**src/design/ethSwitchPkg.sv**
```systemverilog
// Sizes, info word layout and word types shared by the switch core
// Import where the port count, queue depths or word types are needed
`default_nettype none

package ethSwitchPkg;

    // ----------------------------------------
    // Sizes and host timing
    // ----------------------------------------
    localparam int numPorts    = 2;    // Single-bit curPort relies on two ports
    localparam int dataDepth   = 64;   // Words per data queue
    localparam int infoDepth   = 4;    // Frames per info queue
    localparam int recvSpacing = 4;    // Cycles between recvReady pulses
    localparam int sendSpacing = 3;    // Cycles between sendReady pulses

    typedef logic [15:0] dataWord;             // One frame word, two bytes
    typedef logic [numPorts-1:0] portMask;     // One bit per port

    // Info word, one per frame, in both the receive and send directions
    typedef struct packed {
        logic        flush;        // Bit 31, frame to be discarded
        logic [6:0]  rsvdHi;
        logic [7:0]  firstByte;    // Bits 23:16
        logic [3:0]  rsvdLo;
        logic [11:0] byteCount;    // Bits 11:0
    } infoWord;

endpackage

`default_nettype wire

```
**src/design/queueIf.sv**
```systemverilog
// Write and read sides of one synchronous FIFO
// payload selects the entry type, data words or info words
`timescale 1ns/1ns
`default_nettype none

interface queueIf #(
    parameter type payload = ethSwitchPkg::dataWord
) ();
    logic   wrEn;     // Write strobe, ignored while full
    payload din;
    logic   full;
    logic   rdEn;     // Pops the head entry
    payload dout;     // Head entry, valid while not empty
    logic   empty;

    modport writer (
        output wrEn, din,
        input  full
    );

    modport fifo (
        input  wrEn, din, rdEn,
        output full, dout, empty
    );

    modport reader (
        output rdEn,
        input  dout, empty
    );

endinterface

`default_nettype wire

```
**src/design/rxFrameWriter.sv**
```systemverilog
// Per-port producer; stores each received word in the data queue
// and closes the frame with one info entry a cycle after the last word
`timescale 1ns/1ns
`default_nettype none

module rxFrameWriter (
    input  wire                  clk,
    input  wire                  arstN,
    input  logic                 rxValid,    // Word strobe from the port
    input  ethSwitchPkg::dataWord rxWord,
    input  logic                 rxLast,     // Marks the final word of a frame
    input  logic                 rxBad,      // Port flagged the frame, qualified by rxLast
    queueIf.writer               dataQ,
    queueIf.writer               infoQ
);
    import ethSwitchPkg::*;

    logic [10:0] wordCnt;      // Words seen so far in this frame
    logic        flushAcc;     // Some word met a full data queue
    logic        infoPend;     // Info entry due this cycle
    logic [7:0]  firstByteQ;
    infoWord     infoReg;

    // Data words go straight in, dropped if the queue is full
    assign dataQ.wrEn = rxValid && !dataQ.full;
    assign dataQ.din  = rxWord;

    // Frame lost completely when the info queue has no room
    assign infoQ.wrEn = infoPend && !infoQ.full;
    assign infoQ.din  = infoReg;

    always_ff @(posedge clk or negedge arstN) begin
        if (!arstN) begin
            wordCnt  <= '0;
            flushAcc <= 1'b0;
            infoPend <= 1'b0;
        end else begin
            infoPend <= 1'b0;
            if (rxValid) begin
                if (rxLast) begin
                    wordCnt  <= '0;          // Next word starts a new frame
                    flushAcc <= 1'b0;
                    infoPend <= 1'b1;
                end else begin
                    wordCnt  <= wordCnt + 11'd1;
                    flushAcc <= flushAcc | dataQ.full;
                end
            end
        end
    end

    // Frame summary, built on the last word
    always_ff @(posedge clk) begin
        if (rxValid && wordCnt == '0)
            firstByteQ <= rxWord[15:8];     // Upper byte of word 0
        if (rxValid && rxLast)
            infoReg <= '{
                flush:     flushAcc | dataQ.full | rxBad,
                firstByte: (wordCnt == '0) ? rxWord[15:8] : firstByteQ,
                byteCount: {wordCnt + 11'd1, 1'b0},   // Two bytes per word
                default:   '0
            };
    end

endmodule

`default_nettype wire

```
**src/flat_wrapper.sv**
```systemverilog
// flat-port wrapper written by rule: the top's interface ports become plain ports
module rxFrameWriter_flat import ethSwitchPkg::*;
  (clk, arstN, rxValid, rxWord, rxLast, rxBad, dataQ_wrEn, dataQ_din, dataQ_full, infoQ_wrEn, infoQ_din, infoQ_full);
  queueIf dataQ_i ();
  queueIf infoQ_i ();
  input  wire clk;
  input  wire arstN;
  input  logic rxValid;
  input  ethSwitchPkg::dataWord rxWord;
  input  logic rxLast;
  input  logic rxBad;
  output wire logic [$bits(dataQ_i.wrEn)-1:0] dataQ_wrEn;
  output wire logic [$bits(dataQ_i.din)-1:0] dataQ_din;
  input wire logic [$bits(dataQ_i.full)-1:0] dataQ_full;
  output wire logic [$bits(infoQ_i.wrEn)-1:0] infoQ_wrEn;
  output wire logic [$bits(infoQ_i.din)-1:0] infoQ_din;
  input wire logic [$bits(infoQ_i.full)-1:0] infoQ_full;
  assign dataQ_wrEn = dataQ_i.wrEn;
  assign dataQ_din = dataQ_i.din;
  assign dataQ_i.full = dataQ_full;
  assign infoQ_wrEn = infoQ_i.wrEn;
  assign infoQ_din = infoQ_i.din;
  assign infoQ_i.full = infoQ_full;
  rxFrameWriter u_core (.clk(clk), .arstN(arstN), .rxValid(rxValid), .rxWord(rxWord), .rxLast(rxLast), .rxBad(rxBad), .dataQ(dataQ_i), .infoQ(infoQ_i));
endmodule
```
**config.mk**
```make
export PLATFORM = sky130hd
export DESIGN_NAME = rxFrameWriter_flat
export DESIGN_NICKNAME = d
export VERILOG_FILES = /design/src/design/ethSwitchPkg.sv /design/src/design/queueIf.sv /design/src/design/rxFrameWriter.sv /design/src/flat_wrapper.sv
export SDC_FILE = /design/constraint.sdc
export NUM_CORES = 1
export LEC_CHECK = 0
export ABC_AREA = 1
export BUFFER_PORTS_ARGS = -buffer_cell sky130_fd_sc_hd__buf_2
export CORE_ASPECT_RATIO = 2
export CORE_UTILIZATION = 36
export DETAILED_ROUTE_END_ITERATION = 12
export GPL_TIMING_DRIVEN = 0
export PLACE_DENSITY = 0.74
export SETUP_SLACK_MARGIN = 0.4
export SYNTH_ARGS = -nofsm -noshare
export SYNTH_HDL_FRONTEND = slang
export SYNTH_SLANG_ARGS = --single-unit
```
**constraint.sdc**
```tcl
create_clock -name clk -period 1.87 [get_ports clk]
set_clock_uncertainty 0.05 [all_clocks]
set_input_delay 0.374 -clock clk [delete_from_list [all_inputs] [get_ports clk]]
set_output_delay 0.374 -clock clk [all_outputs]
set_load 0.01 [all_outputs]
```
* After elaboration in Yosys (flattened, before gate mapping)
Index checks and enable logic that the tools add are counted.
** Cells by class
- $add $sub $neg :: 1
- Mux-type cells :: 3
- Reductions and logical operators :: 5
** Operators with widths (count)
- 11-bit by 1-bit adder with 11-bit output (second input constant) :: 1
- 11-bit 2-to-1 mux :: 1
- 1-bit logical AND :: 3
- 1-bit zero test :: 2
- 1-bit 2-to-1 mux :: 2
** Storage, ports and cells
- Register bits :: 23
- Input port bits :: 23

* Depth between registers and ports, before layout
Gate-level depths: netlist of run 1.
- Word-level depth :: 2
- Gate-level depth with buffers :: 8
- Gate-level depth less buffers :: 8

* Worst setup path before layout of run 1
OpenSTA, ideal clock, no wires.
- Path type :: register -> register
- Start :: reg u_core.wordCnt[0]
- End :: reg u_core.infoReg, in the netlist u_core.infoQ.din[11], data pin
- Library setup time :: 0.255 ns
- Arrival time :: 1.030 ns
- Required time :: 1.565 ns
- Slack :: 0.535 ns
- Cell stages (with the launch flop) :: 6
- Buffers on the path :: 0
- Clock period less this slack :: 1.335 ns
- Path through :: dfrtp_1 > ha_1 > nand2_2 > nor2_1 > nand3_1 > and2_1
** On the way
- Longest elaborated chain between the ends :: 1
** Ends and longest elaborated chain
- start, declared :: line rxFrameWriter.sv:18 : logic [10:0] wordCnt;
- start signal, assigned :: line rxFrameWriter.sv:45 : wordCnt <= wordCnt + 11'd1;
- 11-bit by 1-bit adder with 11-bit output :: line rxFrameWriter.sv:60 : byteCount: {wordCnt + 11'd1, 1'b0},
- end signal, assigned :: line rxFrameWriter.sv:57 : infoReg <= '{
- end, declared :: line rxFrameWriter.sv:22 : infoWord infoReg;
Every way passes these cells.
A chain may end at the register's enable or synchronous reset.

* Final worst setup path of run 1
- Start :: reg u_core.wordCnt[0]
- End :: reg u_core.infoReg, in the netlist u_core.infoQ.din[9], data pin
Same word-level chain as after synthesis.

==> flow_summary.ini, run 1 <==
[clocking]
clock_path_buffers = 2
path_clk_slew_ns = 0.08
h-tree-depth = 1
insertion_delay_ns = 0.27
clock-root-buffer = clkbuf_8
cts_tree = built
cts_buffers = 3
cts.sinks = 23

[critical_path]
worst_path_most_repeated_cell = nand2_1
cp_num_buf_inv = 0
critPathArrivalTime_ns = 1.34
cp_max_fo = 3
cp_top_family = simple AND/OR/NAND/NOR gates
reg2regPathDepth = 6
end_kind = flip-flop
critical_path.max_stage_delay_ns = 0.39
crit_type = reg2reg
path_depth = 6
crit_slowest_cell = dfrtp_1
cp-start-kind = flip-flop
path_cells = ha_2, nand2_2, nor2_2, nand2_1, nand2_1, nand2_1
worstPathRequired_ns = 1.84

[floorplanning]
die_y_um = 83.4
ios = 57
design.core.area_sq_um = 3160
fp.dieW_um = 42.7
die-area_sq_um = 3560
start_util_pct = 37.8
core.rowCount = 29

[drt]
vias_per_cell = 4.71
vias = 970
drcViolationCount = 0
postRouteAntennaNets = 0
firstDrtPassIters = 4
wl_per_cell_um = 10.6
drt-initial-drc-count = 12
drt_wl_total_um = 2190

[pwr]
ir_drop_mv = 0.286
power.density_nw_per_um2 = 674
leakagePower_uw = 0.000770

[timing]
hold_viol = 0
max_freq_mhz = 728
finalSetupViolCount = 0
rsz0062_at_grt = false
slew_violations = 0
period_share_pct = 73.5
fin_setup_tns_ns = 0
setup_ws_ns = 0.496
finalCriticalPeriod_ns = 1.37

[synth]
synth_edf_count = 11
yosys.cell_count.top_type = nand2_1
synth-seq-area-share_pct = 52.9
async_flop_share_pct = 52.2
synth_area_leaders = edfxtp_1 28%, dfrtp_1 25%, buf_4 13%, nand2_1 12%, inv_1 3.8%
yosysUniqueCellTypes = 22
netlist_area_sq_um = 1190
synth_flop_cell = dfrtp_1
synth_top_area_share_pct = 27.7
ys_warn_count = 0
synthTopCellsByCount = 38 x nand2_1, 21 x buf_4, 12 x dfrtp_1, 12 x inv_1, 11 x edfxtp_1
synth_seq_cells = 23
synth_cells = 130
syn_area_per_cell_sq_um = 9.17
post-synth-top-area-cell = edfxtp_1

[finish]
fin_cells = 206
seq_area_sq_um = 631
nFillCells = 300
num_antenna_cells = 0
utilization_pct = 47.5
multiInputGateArea_sq_um = 380
syn_to_final_growth_pct = 25.8
layout-drive-gt1-share_pct = 39.4
finish.instance_area_sq_um = 1500
nets = 200

[grt]
grt_pass1_wl_um = 3390
antenna_found_initial = 0
grt_pass1_vias = 879
grt_start_max_net_pins = 15
grt-ovfl-total = 0
grt_use_total_pct = 12.3

[placed_design]
dp_hpwl_um = 1660
pre_cts_slack_ns = 0.389
post-place-cells = 199
gp_congestion = 0.736
port_buffers = 34
place_area_sq_um = 1420

[run_status]
status = complete, no violations

[min_path]
hold_class = in2reg
hold_depth = 2

[run]
drv_cap = 0
==> layout make-up <==
type	instances	area share [%]
Clock buffer	3	2.75
Timing Repair Buffer	37	13.0
Inverter	13	3.25
Multi-Input combinational cell	77	25.4
Tap cell	31	2.59
Buffer	21	10.5
Clock inverter	1	0.500
Sequential cell	23	42.0
==> where the power goes <==
group	internal, uW	total, uW	leakage [uW]	switching (uW)
clock	151	310	0.0000217	160
combinational	71.4	142	0.000475	70.4
sequential	550	559	0.000274	9.05
==> flip-flops by register name, summed over array words and instances, names as in the netlist <==
| register | cells |
|---|---|
| u_core.infoPend | 1 |
| u_core.wordCnt | 11 |
| u_core.infoQ.din | 11 |
==> layout by cell type, fill, tap and decap left out <==
cell,n
nand3b_1,2
nor2_4,2
nor2_2,2
nand2_1,38
nand2_2,1
buf_2,34
clkinvlp_4,1
xor2_1,2
o22ai_1,1
and2_1,3
inv_1,12
dfrtp_1,12
o21ai_1,1
edfxtp_1,11
conb_1,5
nand3_2,1
inv_2,1
clkbuf_8,3
a22o_1,1
buf_4,23
nand3_1,6
dlygate4sd3_1,1
nor2_1,6
ha_2,1
o21ai_0,4
xnor2_1,1
==> cell families (layout without fill, tap and decap cells) <==
| logic type | Yosys count | after routing | share of synthesized area, % |
|---|---|---|---|
| simple gates | 61 | 61 | 22.9 |
| buf+inv | 34 | 75 | 17.3 |
| flops | 23 | 23 | 52.9 |
| compound gates | 7 | 7 | 3.36 |
| xor+xnor | 3 | 3 | 2.20 |
| fa+ha+maj | 1 | 1 | 1.05 |
| other cells | 1 | 5 | 0.314 |
==> through the flow <==
stage	power [uW]	hold WS [ns]
after floorplan	654	0.0284
after global placement	700	0.226
after detailed placement	702	0.226
after CTS	1010	0.314
after global routing	1050	0.330
final	1010	0.307
==> layer usage <==
metal / track usage, % / up-vias / routed length (um)
met1: 10.3 / 439 / 735
met5: 0 / - / 0
met3: 0 / 5 / 146
li1: - / 475 / -
met2: 25.2 / 51 / 1250
met4: 8.24 / 0 / 59
==> final timing paths <==
kind,start,to,slack (ns)
worst max register to register,u_core.wordCnt[0],u_core.infoQ.din[9],0.50
min in group asynchronous,arstN,u_core.wordCnt[1],0.46
worst min register to register,u_core.wordCnt[10],u_core.wordCnt[10],0.48
max in group asynchronous,arstN,u_core.wordCnt[10],1.08
worst max-delay path,u_core.wordCnt[0],u_core.infoQ.din[9],0.50
worst min-delay path,rxValid,u_core.wordCnt[0],0.31
==> what timing repair did <==
action | in CTS | in global routing
setup endpoints to repair | 1 | 1
setup buffers | 0 | 2
gates resized for setup | 1 | 2
pin swaps | 0 | 1
hold buffers | 1 | 0
endpoints found under the hold margin | 12 | 0
(Power assumes the default switching activity.)
==> run 2: changes to the inputs <==
- ABC_AREA: 1 -> 0
- PLACE_DENSITY: 0.74 -> 0.73
- clock period: 1.87 -> 1.3 ns (I/O delays scaled with it)
==> run 2 against run 1 <==
Net effect: the run now ends with design-rule violations, negative setup slack left; sequential cell count is the same; non-clock buffer count grew 26; power up 70%; first-iteration DRC count increased to 3.4 times the previous value; critical path type unchanged; largest cell class unchanged; highest routed layer unchanged.
==> flow_summary.ini, run 2 <==
[run_status]
violations = design-rule violations, negative setup slack
status = finished, violations left

[finish]
most-common-layout-cells = 34 x buf_4, 32 x buf_2, 15 x buf_6
layout-drive-gt1-share_pct = 68.2
syn_to_final_growth_pct = 61.1
final_common_cell = buf_4
finish.instance_area_sq_um = 2030
nets = 204
num_antenna_cells = 0
nFillCells = 257

[synth]
synth-seq-area-share_pct = 50.0
synth_cells = 111
synth_area_leaders = edfxtp_1 26%, dfrtp_1 24%, buf_4 13%, xnor2_1 5.6%, o311ai_0 2.8%
async_flop_share_pct = 52.2
ys_warn_count = 0
synthTopCellsByCount = 22 x buf_4, 12 x dfrtp_1, 11 x edfxtp_1, 8 x xnor2_1
netlist_area_sq_um = 1260
post-synth-top-area-cell = edfxtp_1
synth_top_area_share_pct = 26.2
yosys.cell_count.top_type = buf_4
synth_edf_count = 11
synth_seq_cells = 23
syn_area_per_cell_sq_um = 11.4
synth_flop_cell = dfrtp_1
yosysUniqueCellTypes = 36

[critical_path]
path_cells = buf_6, nand3_4, or4_4, xnor2_2
critPathArrivalTime_ns = 1.51
crit_type = reg2reg
end_kind = flip-flop
cp_num_buf_inv = 1
critical_path.max_stage_delay_ns = 0.55
worstPathRequired_ns = 1.28
crit_slowest_cell = or4_4
cp_top_family = simple AND/OR/NAND/NOR gates
cp_max_fo = 3
cp-start-kind = flip-flop

[pwr]
power.density_nw_per_um2 = 845
leakagePower_uw = 0.000950
total_power_uw = 1720
ir_drop_mv = 0.529

[grt]
grt_pass1_vias = 1105
grt_start_max_net_pins = 13
grt-ovfl-total = 0
antenna_found_initial = 0
grt_pass1_wl_um = 4840
grt_use_total_pct = 17.3

[drt]
drcViolationCount = 1
postRouteAntennaNets = 0
firstDrtPassIters = 8
vias = 1087
drt_wl_total_um = 3170
wl_per_cell_um = 15.0
vias_per_cell = 5.15
drt-initial-drc-count = 41

[floorplanning]
ios = 57
die-area_sq_um = 3750
design.core.area_sq_um = 3380
die_y_um = 85.7
core.rowCount = 30
start_util_pct = 37.3
fp.dieW_um = 43.8

[run]
drv_cap = 0

[placed_design]
place_area_sq_um = 1530
gp_congestion = 0.796
dp_hpwl_um = 1840
port_buffers = 34

[clocking]
clock_path_buffers = 2
cts_buffers = 3
cts.sinks = 23
h-tree-depth = 1
insertion_delay_ns = 0.26
cts_tree = built
clock-root-buffer = clkbuf_8
path_clk_slew_ns = 0.08

[timing]
setup_ws_ns = -0.237
finalSetupViolCount = 15
holdWs_ns = 0.301
period_share_pct = 118
finalCriticalPeriod_ns = 1.54
slew_violations = 0
max_freq_mhz = 651
fin_setup_tns_ns = -1.81
rsz0062_at_grt = true
hold_viol = 0

[min_path]
hold_class = in2reg
-- run 2: repair_timing --
action                                 CTS  global route
buffers inserted                        17             8
setup endpoints to repair               33            44
cloned                                   0             0
hold buffers                             1             0
pin swaps                               12            13
resized for setup                       34            24
endpoints found under the hold margin   12             0
-- run 2: cells by family (layout without fill, tap and decap cells) --
family,after synthesis,count (layout),share of synthesized area (%)
AND/OR/NAND/NOR,29,29,14.6
flip-flops,23,23,50.1
other,1,5,0.298
XOR/XNOR,9,9,6.26
buffers and inverters,31,95,16.4
AO/OA/AOI/OAI,16,16,10.6
adder cells (fa/ha/maj),1,1,0.993
multiplexers,1,1,0.794
-- run 2: worst reg2reg max path: stages, from the launching register on --
cell and delay, ns:
dfrtp_1 0.35, buf_6 0.11, nand3_4 0.08, or4_4 0.55
xnor2_2 0.15
-- run 2: routing by layer --
layer	routed length (um)	up-vias	global-route usage, %
li1	-	509	-
met1	1120	516	17.8
met5	0	-	0
met4	87	0	9.38
met3	142	6	1.68
met2	1820	56	32.0
-- run 2: layout make-up --
type | instances | area (sq um) | share of cell area, %
multi-input cells | 61 | 622 | 30.6
inverters | 7 | 48.8 | 2.40
well taps | 32 | 40.0 | 1.97
plain buffers | 24 | 205 | 10.1
clock buffers | 4 | 45.0 | 2.22
flip-flops and latches | 23 | 639 | 31.5
repair buffers | 60 | 429 | 21.1
-- run 2: path summary, 6_finish.rpt --
kind	from	endpoint	slack [ns]	cells after the start
worst max-delay path	u_core.wordCnt[6]	u_core.infoQ.din[11]	-0.24	4
worst min-delay path	rxLast	u_core.wordCnt[5]	0.30	2
worst max register to register	u_core.wordCnt[6]	u_core.infoQ.din[11]	-0.24	4
worst min register to register	u_core.wordCnt[9]	u_core.wordCnt[9]	0.58	2
max in group asynchronous	arstN	u_core.wordCnt[1]	0.58	2
min in group asynchronous	arstN	u_core.wordCnt[6]	0.36	2
-- run 2: power breakdown --
part | switching (uW) | internal, uW | leakage, uW
Clock | 224 | 219 | 0.0000228
Combinational | 214 | 219 | 0.000668
Sequential | 28.3 | 811 | 0.000259
-- run 2: through the flow --
step	std cells	util (%)	setup WS, ns
after floorplan	115	-	-0.287
after global routing	211	60.1	-0.269
after global placement	181	45.4	-0.353
after detailed placement	181	45.4	-0.361
final	211	60.1	-0.237
after CTS	203	54.5	-0.237
