$ cat src/design/ethSwitchPkg.sv
// Sizes, info word layout and word types shared by the switch core
// Import where the port count, queue depths or word types are needed
`default_nettype none

package ethSwitchPkg;

    // ----------------------------------------
    // Sizes and host timing
    // ----------------------------------------
    localparam int numPorts    = 2;    // Single-bit curPort relies on two ports
    localparam int dataDepth   = 64;   // Words per data queue
    localparam int infoDepth   = 4;    // Frames per info queue
    localparam int recvSpacing = 4;    // Cycles between recvReady pulses
    localparam int sendSpacing = 3;    // Cycles between sendReady pulses

    typedef logic [15:0] dataWord;             // One frame word, two bytes
    typedef logic [numPorts-1:0] portMask;     // One bit per port

    // Info word, one per frame, in both the receive and send directions
    typedef struct packed {
        logic        flush;        // Bit 31, frame to be discarded
        logic [6:0]  rsvdHi;
        logic [7:0]  firstByte;    // Bits 23:16
        logic [3:0]  rsvdLo;
        logic [11:0] byteCount;    // Bits 11:0
    } infoWord;

endpackage

`default_nettype wire

$ cat src/design/queueIf.sv
// Write and read sides of one synchronous FIFO
// payload selects the entry type, data words or info words
`timescale 1ns/1ns
`default_nettype none

interface queueIf #(
    parameter type payload = ethSwitchPkg::dataWord
) ();
    logic   wrEn;     // Write strobe, ignored while full
    payload din;
    logic   full;
    logic   rdEn;     // Pops the head entry
    payload dout;     // Head entry, valid while not empty
    logic   empty;

    modport writer (
        output wrEn, din,
        input  full
    );

    modport fifo (
        input  wrEn, din, rdEn,
        output full, dout, empty
    );

    modport reader (
        output rdEn,
        input  dout, empty
    );

endinterface

`default_nettype wire

$ cat src/design/syncFifo.sv
// Synchronous FIFO with a first-word-through head, one clock domain
// Holds either receive/send data words or info words
`timescale 1ns/1ns
`default_nettype none

module syncFifo #(
    parameter type payload = logic [15:0],
    parameter int  depth   = 4
) (
    input  wire clk,
    input  wire arstN,
    queueIf.fifo q
);

    payload mem [depth];
    logic [$clog2(depth)-1:0]   wrPtr;
    logic [$clog2(depth)-1:0]   rdPtr;
    logic [$clog2(depth+1)-1:0] count;    // Entries held
    logic wrDo;
    logic rdDo;

    assign wrDo    = q.wrEn && !q.full;
    assign rdDo    = q.rdEn && !q.empty;
    assign q.full  = int'(count) == depth;
    assign q.empty = count == '0;
    assign q.dout  = mem[rdPtr];          // Head shows as soon as count rises

    always_ff @(posedge clk) begin
        if (wrDo) mem[wrPtr] <= q.din;
    end

    always_ff @(posedge clk or negedge arstN) begin
        if (!arstN) begin
            wrPtr <= '0;
            rdPtr <= '0;
            count <= '0;
        end else begin
            if (wrDo)
                wrPtr <= (int'(wrPtr) == depth - 1) ? '0 : wrPtr + 1'b1;   // Wrap
            if (rdDo)
                rdPtr <= (int'(rdPtr) == depth - 1) ? '0 : rdPtr + 1'b1;
            case ({wrDo, rdDo})
                2'b10:   count <= count + 1'b1;
                2'b01:   count <= count - 1'b1;
                default: count <= count;       // Both or neither
            endcase
        end
    end

    // ----------------------------------------
    // Queue protocol, owed by the producer and consumer modules
    // ----------------------------------------
    writeWhenFull: assert property (@(posedge clk) disable iff (!arstN)
        q.wrEn |-> !q.full);

    readWhenEmpty: assert property (@(posedge clk) disable iff (!arstN)
        q.rdEn |-> !q.empty);

endmodule

`default_nettype wire

$ cat src/flat_wrapper.sv
// flat-port wrapper written by rule: the top's interface ports become plain ports
module syncFifo_flat 
#(
    parameter type payload = logic [15:0],
    parameter int  depth   = 4
)
  (clk, arstN, q_wrEn, q_din, q_rdEn, q_full, q_dout, q_empty);
  queueIf #(.payload(payload)) q_i ();
  input  wire clk;
  input  wire arstN;
  input wire logic [$bits(q_i.wrEn)-1:0] q_wrEn;
  input wire logic [$bits(q_i.din)-1:0] q_din;
  input wire logic [$bits(q_i.rdEn)-1:0] q_rdEn;
  output wire logic [$bits(q_i.full)-1:0] q_full;
  output wire logic [$bits(q_i.dout)-1:0] q_dout;
  output wire logic [$bits(q_i.empty)-1:0] q_empty;
  assign q_i.wrEn = q_wrEn;
  assign q_i.din = q_din;
  assign q_i.rdEn = q_rdEn;
  assign q_full = q_i.full;
  assign q_dout = q_i.dout;
  assign q_empty = q_i.empty;
  syncFifo #(.payload(payload), .depth(depth)) u_core (.clk(clk), .arstN(arstN), .q(q_i));
endmodule
$ cat config.mk
export PLATFORM = sky130hd
export DESIGN_NAME = syncFifo_flat
export DESIGN_NICKNAME = d
export VERILOG_FILES = /design/src/design/ethSwitchPkg.sv /design/src/design/queueIf.sv /design/src/design/syncFifo.sv /design/src/flat_wrapper.sv
export SDC_FILE = /design/constraint.sdc
export NUM_CORES = 1
export LEC_CHECK = 0
export CORE_ASPECT_RATIO = 1.25
export CORE_UTILIZATION = 30
export CTS_CLUSTER_SIZE = 25
export DETAILED_ROUTE_END_ITERATION = 6
export DONT_BUFFER_PORTS = 1
export GPL_TIMING_DRIVEN = 1
export HOLD_SLACK_MARGIN = 0.02
export PLACE_DENSITY = 0.56
export SLEW_MARGIN = 10
export SYNTH_ARGS = -nofsm -noshare
export SYNTH_HDL_FRONTEND = slang
export SYNTH_SLANG_ARGS = --single-unit
$ cat constraint.sdc
create_clock -name clk -period 2.1 [get_ports clk]
set_input_delay 0.105 -clock clk [delete_from_list [all_inputs] [get_ports clk]]
set_output_delay 0.105 -clock clk [all_outputs]
set_load 0.03 [all_outputs]
-- Word level (Yosys, flattened, before mapping)
Memories as Yosys holds them, arrays and structs flattened.
Index checks and enable logic that the tools add are counted.
- bits in registers: 7
- bits in writable memories: 64
- memories kept: 1
- memories (memory ; words ; bits a word ; read ports ; clocked after memory_dff ; write ports ; RTL line ; text):
    u_core.mem ; 4 ; 16 ; 1 ; 0 ; 1 ; syncFifo.sv:15 ; payload mem [depth];
- eq/ne operators: 5
- $add $sub $neg: 4
- reduce and logical (&&, ||, !) cells: 6
- multiplexer cells: 5
- operator list (cell ; count):
    equality test 2 x 1 -> 1 bit, second input constant ; 3
    case mux 3 bit (2 select lines) ; 1
    adder 2 x 1 -> 2 bit, second input constant ; 2
    2-to-1 mux 2 bit ; 2
    adder 3 x 1 -> 3 bit, second input constant ; 1
    equality test 3 bit, second input constant ; 1
    zero test 3 bit ; 1
    subtractor 3 x 1 -> 3 bit, second input constant ; 1
    equality test 2 bit, second input constant ; 1
    logical AND 1 bit ; 2
    zero test 1 bit ; 2
    2-to-1 mux 1 bit ; 2
    nonzero test 2 bit ; 1

-- Logic depth before layout (Yosys ltp)
Gate-level depths: netlist of run 1.
- depth after elaboration: 5
- gate-level depth with buffers: 9
- gate-level depth less buffers: 9

-- Worst setup path before layout of run 1
Ideal clock, no wire load.
- path kind: flip-flop to flip-flop
- start: register u_core.count[0]
- end: register u_core.count[2]
- clock period less this slack: 2.325 ns
- data arrival time: 2.200 ns
- buffers on the path: 0
- slack: -0.225 ns
- cell stages (with the launch flop): 10
- library setup time: 0.125 ns
- data required time: 1.975 ns
- cells stage by stage: dfrtp_1 nor3_1 nand2b_1 inv_1 ha_1 inv_1 fa_1 xor2_1 nor2_1 xor2_1
- longest elaborated chain between the ends: 5
- ends and longest elaborated chain (item ; RTL line ; text):
    start: declaration ; syncFifo.sv:18 ; logic [$clog2(depth+1)-1:0] count;
    start signal: assignment ; syncFifo.sv:43 ; 2'b10: count <= count + 1'b1;
    start signal: assignment ; syncFifo.sv:44 ; 2'b01: count <= count - 1'b1;
    start signal: assignment ; syncFifo.sv:45 ; default: count <= count;
    zero test 3 bit (*) ; syncFifo.sv:25 ; assign q.empty = count == '0;
    named net q_empty ; flat_wrapper.sv:16 ; output wire logic [$bits(q_i.empty)-1:0] q_empty;
    zero test 1 bit (*) ; syncFifo.sv:23 ; assign rdDo = q.rdEn && !q.empty;
    logical AND 1 bit (*) ; syncFifo.sv:23 ;
    named net u_core.rdDo ; syncFifo.sv:20 ; logic rdDo;
    equality test 2 x 1 -> 1 bit or equality test 2 bit (tied branches) ; syncFifo.sv:42 ; case ({wrDo, rdDo})
    case mux 3 bit (2 select lines) or nonzero test 2 bit (tied branches) ; -- ;
The timed path passes the listed nets; every way through them passes the cells marked *.
A chain may end at the register's enable or synchronous reset.

-- Worst setup path in the final report of run 1
- start: register u_core.count[0]
- end: register u_core.count[2]
- longest elaborated chain between the ends: 5
- ends and longest elaborated chain (item ; RTL line):
    equality test 3 bit or zero test 3 bit (tied branches) ; syncFifo.sv:24, syncFifo.sv:25
    zero test 1 bit (on tied branches) ; syncFifo.sv:22, syncFifo.sv:23
    logical AND 1 bit (on tied branches) ; syncFifo.sv:22, syncFifo.sv:23
    equality test 2 x 1 -> 1 bit or equality test 2 bit (tied branches) ; syncFifo.sv:42
    case mux 3 bit (2 select lines) or nonzero test 2 bit (tied branches) ; --
Parallel ways exist; a longest one is shown, timed or not.

==> results of run 1 <==
## per-layer routing
layer  GRT usage  part of all wire
met5           0                 0
met4      0.0726             0.033
met3      0.0290             0.035
met2       0.200              0.56
met1       0.107              0.37
## critical path: cells and delay by family (launching register included)
family	cells	cell delay, ps
flip-flops	1	450
adder cells (fa/ha/maj)	2	530
buffers and inverters	2	120
XOR/XNOR	2	310
AND/OR/NAND/NOR	3	450
## cells by family after synthesis
logic type | Yosys count | share of synthesized area
flip-flops | 71 | 0.749
multiplexers | 21 | 0.159
buffers and inverters | 11 | 0.0241
AND/OR/NAND/NOR | 11 | 0.0246
adder cells (fa/ha/maj) | 7 | 0.0340
XOR/XNOR | 3 | 0.00939
## sequential cells by signal (all words and copies together) (netlist names)
name          count
u_core.rdPtr      2
u_core.wrPtr      2
u_core.mem       64
u_core.count      3
## layout make-up
type | instances | area [µm²] | share of cell area
inverter | 7 | 26.3 | 0.00761
clock inverter | 7 | 47.5 | 0.0138
tap | 123 | 154 | 0.0445
timing repair buffer | 27 | 258 | 0.0746
sequential | 71 | 2100 | 0.607
multi-input combinational | 42 | 647 | 0.187
clock buffer | 9 | 225 | 0.0652
## placed cells by master (no fill, tap or decap)
| cell | n |
|---|---|
| inv_1 | 7 |
| dfrtp_1 | 7 |
| edfxtp_1 | 64 |
| and2_1 | 4 |
| nor2b_2 | 1 |
| clkinv_4 | 1 |
| mux4_2 | 8 |
| buf_12 | 1 |
| inv_6 | 1 |
| clkbuf_16 | 9 |
| dlygate4sd3_1 | 17 |
| fa_1 | 1 |
| nor3_2 | 1 |
| buf_4 | 9 |
| mux4_1 | 8 |
| nand2b_1 | 1 |
| nor2_1 | 3 |
| clkinvlp_4 | 2 |
| nor3b_4 | 1 |
| xnor2_1 | 1 |
| xor2_1 | 2 |
| ha_1 | 6 |
| mux2i_1 | 1 |
| clkinv_2 | 3 |
| mux2_2 | 4 |
## through the flow
step	total power [mW]	hold WS (ps)
final	5.04	119
after detailed placement	3.72	-190
after floorplan	3.37	-191
after global placement	3.62	-190
after global routing	5.29	142
after CTS	5.12	118
## worst min path at each step
stage	end	slack (ps)	cells past startpoint
global route	u_core.count[1]	140	1
CTS	u_core.count[0]	120	1
global placement	u_core.count[0]	-190	0
floorplan	u_core.count[0]	-190	0
detailed placement	u_core.count[0]	-190	0
finish	u_core.count[2]	120	1
## what timing repair did
| action | in CTS | in global routing |
|---|---|---|
| hold buffers | 17 | 0 |
| endpoints found under the hold margin | 71 | 0 |
| setup endpoints to repair | 0 | 0 |
## power groups by stage
| stage | Sequential, mW | Combinational, mW | Clock (mW) |
|---|---|---|---|
| final | 2.09 | 1.60 | 1.35 |
| after global routing | 2.12 | 1.73 | 1.44 |
| after CTS | 2.10 | 1.64 | 1.38 |
| after detailed placement | 2.13 | 1.59 | 0 |
| after global placement | 2.09 | 1.52 | 0 |
| after floorplan | 2.01 | 1.37 | 0 |
==> summary.txt, run 1 <==
Run status
  – Status: finished, final reports clean

Layout
  – Area growth, synth to finish: 23.4%
  – Ant. Diodes: 0
  – Final std cells w/o fill: 286
  – Share of cells above drive strength 1: 0.252
  – Nets: 185
  – Post-layout util: 0.379
  – Filler instances: 843
  – Design Area, Final: 0.00345 mm²

Clock tree
  – CTS tree: yes
  – H-tree levels: 3
  – Clock latency on the worst-skew pair: 330 ps
  – CTS Sinks: 71
  – CTS buffer count: 9
  – Root Buffer Master: clkbuf_16
  – Postcts setup bufs: 0
  – CTS resizes: 0
  – Reg clk slew, reported paths: 50 ps
  – Max Root-Sink Buffers: 2

Setup path
  – Setup Crit Path Kind: flip-flop to flip-flop
  – Critical-path maximum fanout: 4
  – Cell breakdown of the critical path: nor3b_4, nor2b_2, inv_1, ha_1, inv_1, fa_1, xor2_1, nor2_1, xor2_1
  – Crit. End Element: flip-flop
  – Slowest stage cell, crit path: dfrtp_1
  – CP Launch Type: flip-flop
  – R2R setup slack: 150 ps
  – Setup crit end: u_core.count[2]
  – R2R cell count: 9
  – Origin of the critical flop-to-flop path: u_core.count[0]
  – Largest stage delay on the critical path: roughly 450 ps
  – Origin of the worst setup path: u_core.count[0]
  – WP data required: approximately 2300 ps
  – CP Data Arrival Time: approximately 2200 ps
  – Crit Reg-Reg Endpoint: u_core.count[2]

Drt
  – DR vias/cell: 4.47
  – Wire per inst: between 15 and 20 µm
  – ANT nets after route: 0
  – Final wirelength: 4.87 mm
  – Via count: ~1300
  – 1st-iter DRT viols: 30
  – Drt first pass iters: 4
  – # DRC: 0

Yosys
  – Post-Syn Area per Cell: 22.6 µm²
  – Top_reg_cell synth: edfxtp_1
  – Syn nets: between 150 and 200
  – Post-synth top cells: edfxtp_1 (64), mux4_1 (8), mux4_2 (8)
  – Count leader, synth: edfxtp_1
  – Yosys top cell area share: 0.686
  – Synth area leaders: edfxtp_1 (69%), mux4_1 (7.5%), mux4_2 (6.4%), dfrtp_1 (6.3%), ha_1 (2.7%)
  – YS warnings: 0
  – Leading area contributor after synthesis: edfxtp_1
  – Mapped Area: 0.00280 mm²
  – Async S/R FF share, synth: 0.0986
  – Cells after synthesis: 124
  – Sequential share of the synthesized area: 0.749
  – Post-synth EDFFs: 64
  – Synth unique cells: 20
  – #FFs+latches synth: slightly above 70

GRT
  – Vias in the first global route: 1407
  – Largest net degree at the start of global routing: 19
  – Initial antenna violation count: 0
  – Congestion Overflow GR: 0
  – Total track usage: 0.110
  – First-pass GRT wire length: around 7.3 mm

STA
  – Setup_tns: 0 ps
  – RSZ-0062 raised after global routing: no
  – Final worst-path cycle share: 0.930
  – Fin. Hold Viols: 0
  – Minimum period implied by the final worst setup slack: a little under 2000 ps
  – Final Skew: 5.23 ps
  – FMAX: 0.512 GHz
  – Slew margin rel.: 0.475
  – Final worst-path setup slack: 148 ps
  – Fin. max-slew vios: 0
  – Final setup viols: 0
  – Worst-Margin Slew: just under 800 ps

Power
  – Internal Power: roughly 3.3 mW
  – Clock network power share: 0.268
  – PwrDens: between 1000 and 1500 mW/mm²
  – Net Sw Frac: 0.344
  – Combinational share of power: 0.318
  – NetSw: approximately 1.7 mW
  – Pleak: 1.21 nW
  – Reg power frac: 0.414
  – VDD IR-drop max: roughly 0.83 mV

Floorplanning
  – Die area: 0.00973 mm²
  – Effective utilization at floorplan: 0.307
  – I/O pins: 38
  – Placeable Area: between 0.009 and 0.01 mm²
  – Die X: between 80 and 90 µm
  – # rows: 39
  – Die Y-Extent: 110 µm

Placed design
  – Post-Place Setup Slack: 148 ps
  – DP Area: between 0.003 and 0.004 mm²
  – Placed cell count: 253
  – Hpwl dp: 3.12 mm
  – Buffers on Ports: 0
  – RD Place Congestion: 0.628

Min path
  – Hold crit path type: input port to asynchronous set/reset pin

Job
  – Max Cap Viol: 0
Power figures use the tool's default switching activity.
==> inputs of run 2 (changes only) <==
--- a/config.mk
+++ b/config.mk
@@ -10,7 +10,7 @@
 export CTS_CLUSTER_SIZE = 25
 export DETAILED_ROUTE_END_ITERATION = 6
 export DONT_BUFFER_PORTS = 1
-export GPL_TIMING_DRIVEN = 1
+export GPL_TIMING_DRIVEN = 0
 export HOLD_SLACK_MARGIN = 0.02
 export PLACE_DENSITY = 0.56
 export SLEW_MARGIN = 10
==> run 2 against run 1 <==
  * The run now ends with negative setup slack left
  * Sequential share of layout area fell by 1.2 points
  * Clock-buffer cell count is the same
  * Critical path depth unchanged
  * Non-clock buffer count is 1 higher
  * Final cell count grew 0.35%
  * Combinational power grew 13%
  * First-iteration DRC count rose by 100%
  * Clock skew grew 0.56 ps
  * Largest power group unchanged
==> summary.txt, run 2 (synthesized netlist as in run 1, its figures left out) <==
Drt
  – Wire per inst: 17.7 µm
  – Final wirelength: 5.08 mm
  – Via count: about 1300
  – 1st-iter DRT viols: 60
  – DR vias/cell: 4.44
  – ANT nets after route: 0
  – Drt first pass iters: 5
  – # DRC: 0

STA
  – Slew margin rel.: 0.445
  – Final worst-path setup slack: -26.2 ps
  – Fin. Hold Viols: 0
  – Final Skew: 5.78 ps
  – Minimum period implied by the final worst setup slack: 2130 ps
  – Final worst-path cycle share: 1.01
  – RSZ-0062 raised after global routing: yes
  – Worst-Margin Slew: 832 ps
  – Fin. max-slew vios: 0
  – Setup_tns: -26.2 ps
  – FMAX: roughly 0.47 GHz
  – Final setup viols: 1

Setup path
  – Critical-path maximum fanout: 4
  – CP Launch Type: flip-flop
  – Crit. End Element: flip-flop
  – Setup Crit Path Kind: flip-flop to flip-flop
  – CP Data Arrival Time: 2370 ps
  – WP data required: 2350 ps

Layout
  – Ant. Diodes: 0
  – Share of cells above drive strength 1: 0.311
  – Area growth, synth to finish: 25.9%
  – Commonest non-fill, non-tap cell in the layout: edfxtp_1
  – Biggest regs: u_core.mem: 64 flops, u_core.count: 3 flops
  – Max reg flops: 64
  – Nets: 186
  – Most frequent cells in the layout: edfxtp_1 (64), dlygate4sd3_1 (18), clkbuf_16 (9)
  – Final std cells w/o fill: 287
  – Post-layout util: 0.386
  – Top reg by flops: u_core.mem

Power
  – Clock network power share: 0.266
  – PwrDens: 1480 mW/mm²
  – Pleak: 1.23 nW
  – Reg power frac: 0.388
  – VDD IR-drop max: 0.607 mV
  – NetSw: 1.81 mW
  – Combinational share of power: 0.346
  – Internal Power: 3.42 mW
  – Net Sw Frac: 0.347

Min path
  – Hold crit path type: input port to asynchronous set/reset pin

GRT
  – Initial antenna violation count: 0
  – Met3 GRT Util: 0.0328
  – Total track usage: 0.111
  – Most used routing layer: met2
  – Congestion Overflow GR: 0
  – Largest net degree at the start of global routing: 17
  – Met2 usage: 0.212
  – First-pass GRT wire length: about 7.4 mm
  – Vias in the first global route: 1473
  – Met1 Use GR: 0.105

Placed design
  – Buffers on Ports: 0
  – Placed cell count: 247
  – Hpwl dp: 3.15 mm
  – RD Place Congestion: 0.630

Floorplanning
  – # rows: 39
  – Die area: 0.00973 mm²
  – Die X: roughly 88 µm
  – Die Y-Extent: 110 µm
  – I/O pins: 38
  – Effective utilization at floorplan: 0.307
  – Placeable Area: 0.00913 mm²

Clock tree
  – Reg clk slew, reported paths: 60 ps
  – Max Root-Sink Buffers: 2
  – CTS buffer count: 9
  – CTS Sinks: 71
  – Clock latency on the worst-skew pair: ~320 ps
  – Root Buffer Master: clkbuf_16
  – CTS tree: yes
  – H-tree levels: 3

Run status
  – Status: finished, violations left
  – Failing checks: negative setup slack

Job
  – Max Cap Viol: 0
==> run 2: power groups by stage <==
| stage | sequential [mW] | clock, mW | combinational, mW |
|---|---|---|---|
| finish | 2.03 | 1.39 | 1.81 |
| global placement | 2.02 | 0 | 1.56 |
| global route | 2.06 | 1.47 | 1.94 |
| floorplan | 2.01 | 0 | 1.37 |
| detailed placement | 2.06 | 0 | 1.63 |
| CTS | 2.03 | 1.43 | 1.80 |
==> run 2: layout make-up <==
cell class                 instances  area, µm²
buffer                             4       41.3
clock buffer                       9        225
clock inverter                     7       56.3
fill                             846       5600
inverter                           7       28.8
multi-input combinational         42        683
sequential                        71       2100
tap                              123        154
timing repair buffer              24        238
==> run 2: what timing repair did <==
item                       in CTS  in global routing
buffers inserted                5                  1
hold endpoints to repair       73                  0
hold buffers                   18                  0
gates resized for setup         7                  7
setup endpoints to repair       2                  2
pin swaps                       3                  4
==> run 2: path summary, 6_finish.rpt <==
check / from / to / slack (ps) / cells past startpoint
max: u_core.count[0] / u_core.count[2] / -30 / 9
min: arstN / u_core.count[2] / 110 / 1
max reg2reg: u_core.count[0] / u_core.count[2] / -30 / 9
min reg2reg: u_core.wrPtr[1] / u_core.wrPtr[1] / 590 / 1
max in group asynchronous: arstN / u_core.count[1] / 1720 / 1
min in group clk: q_wrEn / u_core.count[0] / 200 / 4
==> run 2: worst max-delay path: stages (launching register included) <==
cell and delay [ps]:
dfrtp_2 460, nor3b_4 460, nor2b_4 80, inv_2 80, ha_4 130, inv_2 40, fa_2 340, xor2_1 160
nor2_1 130, xor2_1 160
==> run 2: layer usage <==
layer | vias up | share of wire
met5 | - | 0
met4 | 0 | 0.0055
met3 | 4 | 0.032
met2 | 27 | 0.59
met1 | 673 | 0.37
li1 | 571 | -
==> run 2: per-stage QoR <==
stage          hold WS [ps]  power [mW]  setup slack (ps)  area (µm²)
3_3_place_gp           -190        3.58             -76.7        2970
6_report                114        5.23             -26.2        3530
2_1_floorplan          -191        3.37              28.7        2810
4_1_cts                 107        5.26              3.30        3500
3_5_place_dp           -190        3.69              -183        2970
5_1_grt                 123        5.48              -137        3530
==> inputs of run 3 (changes only) <==
--- a/config.mk
+++ b/config.mk
@@ -12,7 +12,7 @@
 export DONT_BUFFER_PORTS = 1
 export GPL_TIMING_DRIVEN = 0
 export HOLD_SLACK_MARGIN = 0.02
-export PLACE_DENSITY = 0.56
+export PLACE_DENSITY = 0.49
 export SLEW_MARGIN = 10
 export SYNTH_ARGS = -nofsm -noshare
 export SYNTH_HDL_FRONTEND = slang
==> run 3 against run 2 <==
  * The flow now finishes without violations
  * Global-route usage shrank 0.091 points
  * Design area up 1.1%
  * Clock power up 15%
  * Critical endpoint unchanged
  * Largest cell class unchanged
==> summary.txt, run 3 (synthesized netlist as in run 1, its figures left out) <==
Power
  – Reg power frac: 0.372
  – Total power draw: around 5.4 mW
  – Internal Power: 3.64 mW
  – Clock network power share: 0.296
  – Pleak: 1.25 nW
  – VDD IR-drop max: approximately 0.75 mV
  – PwrDens: 1520 mW/mm²
  – Combinational share of power: 0.332
  – NetSw: 1.78 mW
  – Net Sw Frac: 0.328

Floorplanning
  – Die X: 88.4 µm
  – I/O pins: 38
  – Effective utilization at floorplan: 0.307
  – Placeable Area: 0.00913 mm²
  – Die Y-Extent: 110 µm
  – Die area: 0.00973 mm²
  – # rows: 39

Layout
  – Commonest non-fill, non-tap cell in the layout: edfxtp_1
  – Share of cells above drive strength 1: 0.313
  – Biggest regs: u_core.mem: 64 flops, u_core.count: 3 flops
  – Design Area, Final: ~0.0036 mm²
  – Area growth, synth to finish: 27.3%
  – Max reg flops: 64
  – Top reg by flops: u_core.mem
  – Post-layout util: 0.391
  – Storage cell area: between 0.002 and 0.0025 mm²
  – Filler instances: 804
  – Ant. Diodes: 0
  – Multi-input logic area: 682 µm²
  – Most frequent cells in the layout: edfxtp_1 (64), dlygate4sd3_1 (17), clkbuf_16 (9)
  – Nets: 188
  – Final std cells w/o fill: 289

Setup path
  – Slowest stage cell, crit path: dfrtp_2
  – Crit. End Element: flip-flop
  – CP Data Arrival Time: between 2000 and 2500 ps
  – Largest stage delay on the critical path: 450 ps
  – CP Launch Type: flip-flop
  – Top delay family on crit path: simple AND/OR/NAND/NOR gates
  – Cell breakdown of the critical path: nor3b_4, nor2b_4, inv_2, ha_4, inv_2, fa_2, xor2_1, nor2_1, xor2_1
  – WP data required: 2350 ps
  – Critical-path maximum fanout: 3
  – Buffers and inverters on the worst path: 2
  – Setup Crit Path Kind: flip-flop to flip-flop

Drt
  – DR vias/cell: 4.35
  – ANT nets after route: 0
  – # DRC: 0
  – Final wirelength: approximately 4.8 mm
  – Drt first pass iters: 3
  – 1st-iter DRT viols: 81
  – Wire per inst: between 15 and 20 µm
  – Via count: 1258

Placed design
  – DP Area: just under 0.003 mm²
  – Placed cell count: 247
  – Hpwl dp: 2.98 mm
  – RD Place Congestion: 0.709
  – Buffers on Ports: 0
  – Post-Place Setup Slack: -213 ps

Clock tree
  – CTS buffer count: 9
  – CTS tree: yes
  – Clock latency on the worst-skew pair: 330 ps
  – H-tree levels: 3
  – Reg clk slew, reported paths: around 50 ps
  – Max Root-Sink Buffers: 2
  – CTS Sinks: between 70 and 80
  – Root Buffer Master: clkbuf_16

STA
  – Slew margin rel.: 0.427
  – Setup_tns: 0 ps
  – Hold WS: 113 ps
  – Minimum period implied by the final worst setup slack: about 2100 ps
  – Final setup viols: 0
  – Fin. max-slew vios: 0
  – Worst-Margin Slew: between 800 and 900 ps
  – Final worst-path cycle share: 0.993
  – Final Skew: 2.35 ps
  – Final worst-path setup slack: 14.1 ps
  – RSZ-0062 raised after global routing: yes
  – FMAX: roughly 0.48 GHz
  – Fin. Hold Viols: 0

GRT
  – Congestion Overflow GR: 0
  – Largest net degree at the start of global routing: 17
  – First-pass GRT wire length: ~7.3 mm
  – Initial antenna violation count: 0
  – Vias in the first global route: 1376
  – Total track usage: 0.110

Run status
  – Status: finished, final reports clean

Min path
  – Hold crit path type: input port to asynchronous set/reset pin

Job
  – Max Cap Viol: 0
run 3: repair_timing:
action	CTS	global route
gates resized for setup	10	3
hold buffers	17	0
pin swaps	4	0
endpoints found under the hold margin	71	0
setup buffers	5	4
cloned	0	0
setup endpoints to repair	18	2
run 3: worst reg2reg max path, stage by stage (launching register included):
cell and delay (ps):
dfrtp_2 450, nor3b_4 450, nor2b_4 80, inv_2 80, ha_4 130, inv_2 40
fa_2 330, xor2_1 140, nor2_1 150, xor2_1 150
run 3: layout make-up:
type                       instances  share of cell area
buffer                             4              0.0116
clock buffer                       9              0.0632
clock inverter                     7              0.0270
inverter                           7             0.00737
multi-input combinational         42               0.191
sequential                        71               0.589
tap                              123              0.0432
timing repair buffer              26              0.0677
run 3: routing by layer:
metal  global-route usage  wire (µm)
met1                0.108       1760
met4               0.0760        148
met5                    0          0
met2                0.198       2680
met3               0.0298        191
run 3: power by group through the flow:
stage / Clock [mW] / Sequential, mW / Combinational (mW)
6_report: 1.60 / 2.02 / 1.80
5_1_grt: 1.70 / 2.04 / 1.93
2_1_floorplan: 0 / 2.01 / 1.37
3_3_place_gp: 0 / 2.02 / 1.57
3_5_place_dp: 0 / 2.05 / 1.62
4_1_cts: 1.63 / 2.02 / 1.80
run 3: worst paths after layout:
kind	from	end	slack, ps	cells past startpoint
max	u_core.count[0]	u_core.count[2]	10	9
min	arstN	u_core.count[2]	110	1
max reg2reg	u_core.count[0]	u_core.count[2]	10	9
min reg2reg	u_core.wrPtr[1]	u_core.wrPtr[1]	580	1
max in group asynchronous	arstN	u_core.count[0]	1720	1
min in group clk	q_rdEn	u_core.count[0]	160	4
